### src/include/core_consts.svh
// Core width constants
`ifndef CORE_CONSTS_SVH
`define CORE_CONSTS_SVH

// Data path and register file word
`define CORE_DATA_WIDTH 16

// General register count
`define CORE_REG_COUNT 8

// Register address field
`define CORE_REG_BITS 3

// Immediate field of the I-format, sign-extended in decode
`define CORE_IMM_BITS 6

`endif

### src/design/core_pkg.sv
// Core instruction types
`include "core_consts.svh"

package core_pkg;

    // Opcodes 7 and 11 to 15 are illegal
    typedef enum logic [3:0] {
        opAdd  = 4'd0,
        opSub  = 4'd1,
        opAnd  = 4'd2,
        opOr   = 4'd3,
        opXor  = 4'd4,
        opSll  = 4'd5,
        opSrl  = 4'd6,
        opAddi = 4'd8,
        opXori = 4'd9,
        opLi   = 4'd10
    } coreOp;

    // Register format
    typedef struct packed {
        coreOp                     opcode;
        logic [`CORE_REG_BITS-1:0] rd;
        logic [`CORE_REG_BITS-1:0] rs;
        logic [`CORE_REG_BITS-1:0] rt;
        logic [2:0]                unused;
    } coreRType;

    // Immediate format
    typedef struct packed {
        coreOp                            opcode;
        logic [`CORE_REG_BITS-1:0]        rd;
        logic [`CORE_REG_BITS-1:0]        rs;
        logic signed [`CORE_IMM_BITS-1:0] imm;
    } coreIType;

    typedef union packed {
        coreRType r;
        coreIType i;
    } coreInstr;

endpackage

### src/design/core.sv
// Three-stage core top
`timescale 1ns/1ps
`include "core_consts.svh"

module core (
    input  logic                        clk,
    input  logic                        reset,
    input  core_pkg::coreInstr          instr,
    input  logic                        instrValid,
    output logic                        retireValid,
    output logic [`CORE_REG_BITS-1:0]   retireReg,
    output logic [`CORE_DATA_WIDTH-1:0] retireData,
    output logic                        err,
    output logic [`CORE_DATA_WIDTH-1:0] retireCount
);

    logic [`CORE_REG_BITS-1:0]   rsAddr, rtAddr;
    logic [`CORE_DATA_WIDTH-1:0] rsData, rtData;
    logic                        decValid, decIllegal;
    core_pkg::coreOp             decOp;
    logic [`CORE_REG_BITS-1:0]   decRd, decRs, decRt;
    logic [`CORE_DATA_WIDTH-1:0] decA, decB;
    logic                        exValid, exIllegal;
    logic [`CORE_REG_BITS-1:0]   exRd;
    logic [`CORE_DATA_WIDTH-1:0] exData;

    decode decode0 (.clk(clk), .reset(reset), .instr(instr), .instrValid(instrValid),
        .rsAddr(rsAddr), .rtAddr(rtAddr), .rsData(rsData), .rtData(rtData),
        .decValid(decValid), .decIllegal(decIllegal), .decOp(decOp), .decRd(decRd),
        .decRs(decRs), .decRt(decRt), .decA(decA), .decB(decB));

    execute execute0 (.clk(clk), .reset(reset), .decValid(decValid),
        .decIllegal(decIllegal), .decOp(decOp), .decRd(decRd), .decRs(decRs),
        .decRt(decRt), .decA(decA), .decB(decB), .exValid(exValid),
        .exIllegal(exIllegal), .exRd(exRd), .exData(exData));

    result result0 (.clk(clk), .reset(reset), .rsAddr(rsAddr), .rtAddr(rtAddr),
        .rsData(rsData), .rtData(rtData), .exValid(exValid), .exIllegal(exIllegal),
        .exRd(exRd), .exData(exData), .retireCount(retireCount));

    // Retire slot seen from outside
    assign retireValid = exValid && !exIllegal;
    assign err         = exValid && exIllegal;
    assign retireReg   = exRd;
    assign retireData  = exData;

endmodule

### src/design/decode.sv
// Decode stage
`timescale 1ns/1ps
`include "core_consts.svh"

module decode (
    input  logic                        clk,
    input  logic                        reset,
    input  core_pkg::coreInstr          instr,
    input  logic                        instrValid,
    output logic [`CORE_REG_BITS-1:0]   rsAddr,
    output logic [`CORE_REG_BITS-1:0]   rtAddr,
    input  logic [`CORE_DATA_WIDTH-1:0] rsData,
    input  logic [`CORE_DATA_WIDTH-1:0] rtData,
    output logic                        decValid,
    output logic                        decIllegal,
    output core_pkg::coreOp             decOp,
    output logic [`CORE_REG_BITS-1:0]   decRd,
    output logic [`CORE_REG_BITS-1:0]   decRs,
    output logic [`CORE_REG_BITS-1:0]   decRt,
    output logic [`CORE_DATA_WIDTH-1:0] decA,
    output logic [`CORE_DATA_WIDTH-1:0] decB
);

    logic                        isRFormat;
    logic                        isIFormat;
    logic [`CORE_DATA_WIDTH-1:0] immExt;
    logic [`CORE_DATA_WIDTH-1:0] operandB;

    // Register fields share their position in both formats
    assign rsAddr = instr.r.rs;
    assign rtAddr = instr.r.rt;

    // Opcode class
    always_comb begin
        case (instr.r.opcode)
            core_pkg::opAdd, core_pkg::opSub, core_pkg::opAnd, core_pkg::opOr,
            core_pkg::opXor, core_pkg::opSll, core_pkg::opSrl: begin
                isRFormat = 1'b1;
                isIFormat = 1'b0;
            end
            core_pkg::opAddi, core_pkg::opXori, core_pkg::opLi: begin
                isRFormat = 1'b0;
                isIFormat = 1'b1;
            end
            default: begin
                isRFormat = 1'b0;
                isIFormat = 1'b0;
            end
        endcase
    end

    // Immediate view of the same word
    assign immExt = {{(`CORE_DATA_WIDTH - `CORE_IMM_BITS){instr.i.imm[`CORE_IMM_BITS-1]}},
                     instr.i.imm};

    assign operandB = isIFormat ? immExt : rtData;

    always_ff @(posedge clk) begin
        if (reset) begin
            decValid   <= 1'b0;
            decIllegal <= 1'b0;
        end else begin
            decValid   <= instrValid;
            decIllegal <= instrValid && !(isRFormat || isIFormat);
        end
    end

    // Fields only move on a strobe
    always_ff @(posedge clk) begin
        if (instrValid) begin
            decOp <= instr.r.opcode;
            decRd <= instr.r.rd;
            decRs <= instr.r.rs;
            decRt <= instr.r.rt;
            decA  <= rsData;
            decB  <= operandB;
        end
    end

endmodule

### src/design/execute.sv
// Execute stage
`timescale 1ns/1ps
`include "core_consts.svh"

module execute (
    input  logic                        clk,
    input  logic                        reset,
    input  logic                        decValid,
    input  logic                        decIllegal,
    input  core_pkg::coreOp             decOp,
    input  logic [`CORE_REG_BITS-1:0]   decRd,
    input  logic [`CORE_REG_BITS-1:0]   decRs,
    input  logic [`CORE_REG_BITS-1:0]   decRt,
    input  logic [`CORE_DATA_WIDTH-1:0] decA,
    input  logic [`CORE_DATA_WIDTH-1:0] decB,
    output logic                        exValid,
    output logic                        exIllegal,
    output logic [`CORE_REG_BITS-1:0]   exRd,
    output logic [`CORE_DATA_WIDTH-1:0] exData
);

    logic                        isRFormat;
    logic                        exWrites;
    logic                        fwdA;
    logic                        fwdB;
    logic [`CORE_DATA_WIDTH-1:0] opA;
    logic [`CORE_DATA_WIDTH-1:0] opB;
    logic [`CORE_DATA_WIDTH-1:0] aluOut;

    // I-format carries the immediate in decB, never rt
    assign isRFormat = decOp inside {core_pkg::opAdd, core_pkg::opSub, core_pkg::opAnd,
                                     core_pkg::opOr, core_pkg::opXor, core_pkg::opSll,
                                     core_pkg::opSrl};

    // Previous instruction still in flight to the register file
    assign exWrites = exValid && !exIllegal;
    assign fwdA     = exWrites && (exRd == decRs);
    assign fwdB     = exWrites && isRFormat && (exRd == decRt);

    assign opA = fwdA ? exData : decA;
    assign opB = fwdB ? exData : decB;

    always_comb begin
        case (decOp)
            core_pkg::opAdd, core_pkg::opAddi: aluOut = opA + opB;
            core_pkg::opSub:                   aluOut = opA - opB;
            core_pkg::opAnd:                   aluOut = opA & opB;
            core_pkg::opOr:                    aluOut = opA | opB;
            core_pkg::opXor, core_pkg::opXori: aluOut = opA ^ opB;
            // Shift amount is the low four bits
            core_pkg::opSll:                   aluOut = opA << opB[3:0];
            core_pkg::opSrl:                   aluOut = opA >> opB[3:0];
            core_pkg::opLi:                    aluOut = opB;
            default:                           aluOut = '0;
        endcase
    end

    always_ff @(posedge clk) begin
        if (reset) begin
            exValid   <= 1'b0;
            exIllegal <= 1'b0;
        end else begin
            exValid   <= decValid;
            exIllegal <= decValid && decIllegal;
        end
    end

    // Retire slot payload
    always_ff @(posedge clk) begin
        if (decValid) begin
            exRd   <= decRd;
            exData <= aluOut;
        end
    end

endmodule

### src/design/result.sv
// Register file and retire counter
`timescale 1ns/1ps
`include "core_consts.svh"

module result (
    input  logic                        clk,
    input  logic                        reset,
    input  logic [`CORE_REG_BITS-1:0]   rsAddr,
    input  logic [`CORE_REG_BITS-1:0]   rtAddr,
    output logic [`CORE_DATA_WIDTH-1:0] rsData,
    output logic [`CORE_DATA_WIDTH-1:0] rtData,
    input  logic                        exValid,
    input  logic                        exIllegal,
    input  logic [`CORE_REG_BITS-1:0]   exRd,
    input  logic [`CORE_DATA_WIDTH-1:0] exData,
    output logic [`CORE_DATA_WIDTH-1:0] retireCount
);

    logic [`CORE_DATA_WIDTH-1:0] regFile [`CORE_REG_COUNT];
    logic                        writeEn;

    // Illegal slots never write back
    assign writeEn = exValid && !exIllegal;

    always_ff @(posedge clk) begin
        if (reset) begin
            for (int i = 0; i < `CORE_REG_COUNT; i++) begin
                regFile[i] <= '0;
            end
        end else if (writeEn) begin
            regFile[exRd] <= exData;
        end
    end

    // Write-through covers the distance-two dependence
    assign rsData = (writeEn && (exRd == rsAddr)) ? exData : regFile[rsAddr];
    assign rtData = (writeEn && (exRd == rtAddr)) ? exData : regFile[rtAddr];

    always_ff @(posedge clk) begin
        if (reset) begin
            retireCount <= '0;
        end else if (writeEn) begin
            retireCount <= retireCount + 1'b1;
        end
    end

endmodule

### config.mk
export PLATFORM = sky130hd
export DESIGN_NAME = core
export DESIGN_NICKNAME = d
export VERILOG_FILES = /design/src/design/core_pkg.sv /design/src/design/core.sv /design/src/design/decode.sv /design/src/design/execute.sv /design/src/design/result.sv
export VERILOG_INCLUDE_DIRS = /design/src /design/src/include
export SDC_FILE = /design/constraint.sdc
export NUM_CORES = 1
export LEC_CHECK = 0
export BUFFER_PORTS_ARGS = -buffer_cell sky130_fd_sc_hd__buf_2
export CORE_ASPECT_RATIO = 1.75
export CORE_MARGIN = 1
export CORE_UTILIZATION = 38
export CTS_BUF_LIST = sky130_fd_sc_hd__clkbuf_8 sky130_fd_sc_hd__clkbuf_16
export DETAILED_ROUTE_END_ITERATION = 6
export HOLD_SLACK_MARGIN = 0.1
export SYNTH_ARGS = -nofsm -noshare
export SYNTH_HDL_FRONTEND = slang
export SYNTH_SLANG_ARGS = --single-unit
### constraint.sdc
create_clock -name clk -period 4.5 [get_ports clk]
set_input_delay 0.9 -clock clk [delete_from_list [all_inputs] [get_ports clk]]
set_output_delay 0.9 -clock clk [all_outputs]
set_load 0.02 [all_outputs]
==> flow_metrics.tcl <==
set metrics [dict create \
    internal_power_mw 3.817 \
    p_leak_nw 6.188 \
    drt-wirelength-per-cell_um 26.15 \
    dp_hpwl_mm 37.06 \
    grt_pass1_vias 12130 \
    critical_path_class "flop to flop" \
    die_h_um 258.4 \
    synth_warnings 0 \
    antenna_found_initial 0 \
    fin_skew_ps 16.50 \
    gp_congestion 1.051 \
    timing.slew.headroom_pct 29.16 \
    drive_gt1_share_pct 19.59 \
    firstDrtPassIters 7 \
    async_flop_share_pct 0 \
    grt_max_degree 47 \
    cts_root_buf "clkbuf_16" \
    syn-cell-area_um2 14280 \
    dieArea_um2 38390 \
    cap_viol_max_count 0 \
    yosysUniqueCellTypes 70 \
    final_antenna_net_count 0 \
    p_seq_share_pct 42.3 \
    cts_made_buffers 23 \
    swShare_pct 31.34 \
    crit_top_cell "xnor2_1" \
    ios 56 \
    vias 11690 \
    rsz0062_at_grt "false" \
    tns_ps 0 \
    syn_nets 1438 \
    synthCells 1370 \
    hold_viol_final 0 \
    status "complete, no violations" \
    power_density_nw_per_um2 343.5 \
    cp_cell_sequence "xnor2_1 > and3_1 > nand2_1 > buf_4 > buf_4 > mux2i_1 > inv_1 > xnor2_1 > ha_1 > o2111ai_1 > a21boi_1 > o31ai_1 > a21oi_1 > xnor2_1 > o2111ai_2" \
    final_nets 1501 \
    clock-sinks 212 \
    worstSkewPairLatency_ps 540 \
    r2r_slack_ps 220 \
    min_period_over_period_pct 95.08 \
    grt_pass1_wl_mm 74.73 \
    post-route-util_pct 43.89 \
    antenna_cells 0 \
    seqCellArea_um2 6166 \
    crit_family "compound AO/OA/AOI/OAI gates" \
    power_frac_clock_pct 33.6 \
    cp-start-kind "flop" \
    syn_area_per_cell_um2 10.42 \
    hold_class "flop to flop" \
    critPathMaxFanout 9 \
    power_mw 5.560 \
    placementRows 93 \
    drc 0 \
    postCtsHoldBufs 0 \
    setup_viol 0 \
    start_util_pct 38.71 \
    critPathBufInv 3 \
    track_usage_pct 26.73 \
    numPortBuffers 55 \
    synth_enable_flop_cells 192 \
    switchingPower_mw 1.743 \
    p_comb_share_pct 24.1 \
    multi_input_area_um2 7522 \
    grt-ovfl-total 0 \
    yosys.area.top_type_share_pct 40.38 \
    required_ps 4760 \
    synthTopCellsByArea "edfxtp_1 (40%), mux4_2 (10%), and2_1 (4.6%)" \
    end_kind "flop" \
    ys_seq_elements 212 \
    htree_levels 1 \
    wl_mm 50.35 \
    slowest_delay_ps 460 \
    n_fill_cell 3455 \
    synth_largest_area_cell "edfxtp_1" \
    areaGrowthSynthToFinish_pct 13.36 \
    min_period_ps 4279 \
    cts_tree "done" \
    synth_ff_type "edfxtp_1" \
    cp.arrival_ps 4540 \
    slowest_stage "ha_1" \
    clockBufferDepth 3 \
    vias_per_cell 6.074 \
    seq_area_frac_synth_pct 43.18 \
    tightest_slew_ps 1063 \
    cts.clk_slew.worst_paths_ps 70 \
    maxSlewViolCount 0 \
    core_um2 36890 \
    fmax_mhz 233.7 \
    ir_drop_mv 0.2284 \
    dr.first_iter.drc_count 993 \
    die_w_um 148.5 \
]
## cells in the mapped netlist, types with 4 or more instances
| cell | instances |
|---|---|
| and3_1 | 14 |
| mux4_2 | 66 |
| nand2_1 | 107 |
| ha_1 | 48 |
| nor2_1 | 96 |
| a21o_1 | 5 |
| clkbuf_1 | 78 |
| buf_2 | 17 |
| xnor2_1 | 30 |
| a31oi_1 | 14 |
| o311ai_0 | 7 |
| mux2i_1 | 56 |
| o2111ai_1 | 8 |
| a211o_1 | 4 |
| nand3_1 | 24 |
| or2_2 | 8 |
| a221oi_1 | 20 |
| buf_1 | 13 |
| or4_1 | 4 |
| o31a_1 | 4 |
| dfxtp_1 | 20 |
| mux2_2 | 5 |
| a22oi_1 | 5 |
| o22ai_1 | 12 |
| nor3_1 | 44 |
| a21oi_1 | 69 |
| nor2b_1 | 13 |
| inv_1 | 46 |
| edfxtp_1 | 192 |
| nand4_1 | 8 |
| xor2_1 | 16 |
| or3_1 | 12 |
| and2_1 | 105 |
| nand2b_1 | 12 |
| o21ai_0 | 87 |
| o221ai_1 | 11 |
| clkinv_1 | 5 |
| a211oi_1 | 8 |
| o211ai_1 | 16 |
| nor4_1 | 18 |
## metrics by stage
step	area, um^2	std cells	hold slack (ps)	setup WS [ps]
after floorplan	14300	1370	400.3	21.55
after global routing	16190	1925	436.4	1.210
final	16190	1925	423.1	221.2
after CTS	16160	1924	425.1	4.319
after detailed placement	15430	1882	412.5	59.68
after global placement	15430	1882	415.2	43.07
## final cells by class
type / instances / area share [%]
Multi-Input combinational cell: 995 / 46.47
Sequential cell: 212 / 38.09
Timing Repair Buffer: 149 / 6.060
Clock buffer: 26 / 3.810
Tap cell: 475 / 3.671
Inverter: 52 / 1.206
Clock inverter: 16 / 0.6956
## cell families after synthesis
family                     Yosys count  synth area share (%)
adders and majority gates           49                 4.346
xor gates and xnor gates            46                 2.821
buffers and inverters              163                 4.565
and+or+nand+nor                    474                 16.74
AOI/OAI and AO/OA                  299                 13.62
muxes                              127                 14.73
DFF                                212                 43.18
## power by group through the flow
stage / combinational (mW) / sequential [mW] / clock [mW]
after floorplan: 0.834 / 2.37 / 0
after detailed placement: 1.30 / 2.39 / 0
final: 1.34 / 2.35 / 1.87
after CTS: 1.31 / 2.35 / 1.89
after global placement: 1.29 / 2.38 / 0
after global routing: 1.44 / 2.36 / 1.96
## registers in the layout, indices dropped and copies added (netlist names)
name,cells
decode0.decA,16
decode0.decB,16
decode0.decIllegal,1
decode0.decOp,4
decode0.decRd,3
decode0.decRs,3
decode0.decRt,3
decode0.decValid,1
execute0.exData,16
execute0.exIllegal,1
execute0.exRd,3
execute0.exValid,1
result0.regFile,128
result0.retireCount,16
## worst register-to-register path, delay by kind of cell (launching register included)
kind                       cells  cell delay [ps]
xor gates and xnor gates       3              520
AOI/OAI and AO/OA              5             1130
and+or+nand+nor                2              550
adders and majority gates      1              460
DFF                            1              400
buffers and inverters          3              570
muxes                          1              360
## cell usage in the layout, fill, tap and decap left out, types with 11 or more instances in the layout
cell       instances
nand3_1           23
a221oi_1          20
nand2_1          107
mux2i_1           54
mux4_2            66
o221ai_1          11
clkbuf_16         23
buf_2             55
nand2b_1          12
buf_4             94
o211ai_1          16
edfxtp_1         192
a31oi_1           14
or3_1             12
nor2_1            95
ha_1              48
nor4_1            17
nor2b_1           13
xnor2_1           30
a21oi_1           68
o22ai_1           12
inv_1             48
and2_1           105
o21ai_0           85
dfxtp_1           20
and3_1            14
nor3_1            43
xor2_1            16
## worst paths after layout
kind / depth (start not counted) / startpoint / to
min reg2reg: 0 / decode0.decRd[0] / execute0.exRd[0]
max: 15 / execute0.exRd[1] / execute0.exData[15]
min: 0 / decode0.decRd[0] / execute0.exRd[0]
max reg2reg: 15 / execute0.exRd[1] / execute0.exData[15]
## per-layer routing
metal	global-route usage [%]	part of all wire [%]	vias to the layer above
met5	0	0	-
met4	20.07	8.1	0
met3	3.169	4.2	204
met2	50.42	55	469
met1	26.21	33	5755
li1	-	-	5264
## repair_timing
action                                  CTS  global route
endpoints found under the setup margin    0             5
gates resized for setup                   0             7
buffers inserted                          0             1
Note: power is estimated with default switching activity, not from simulation.
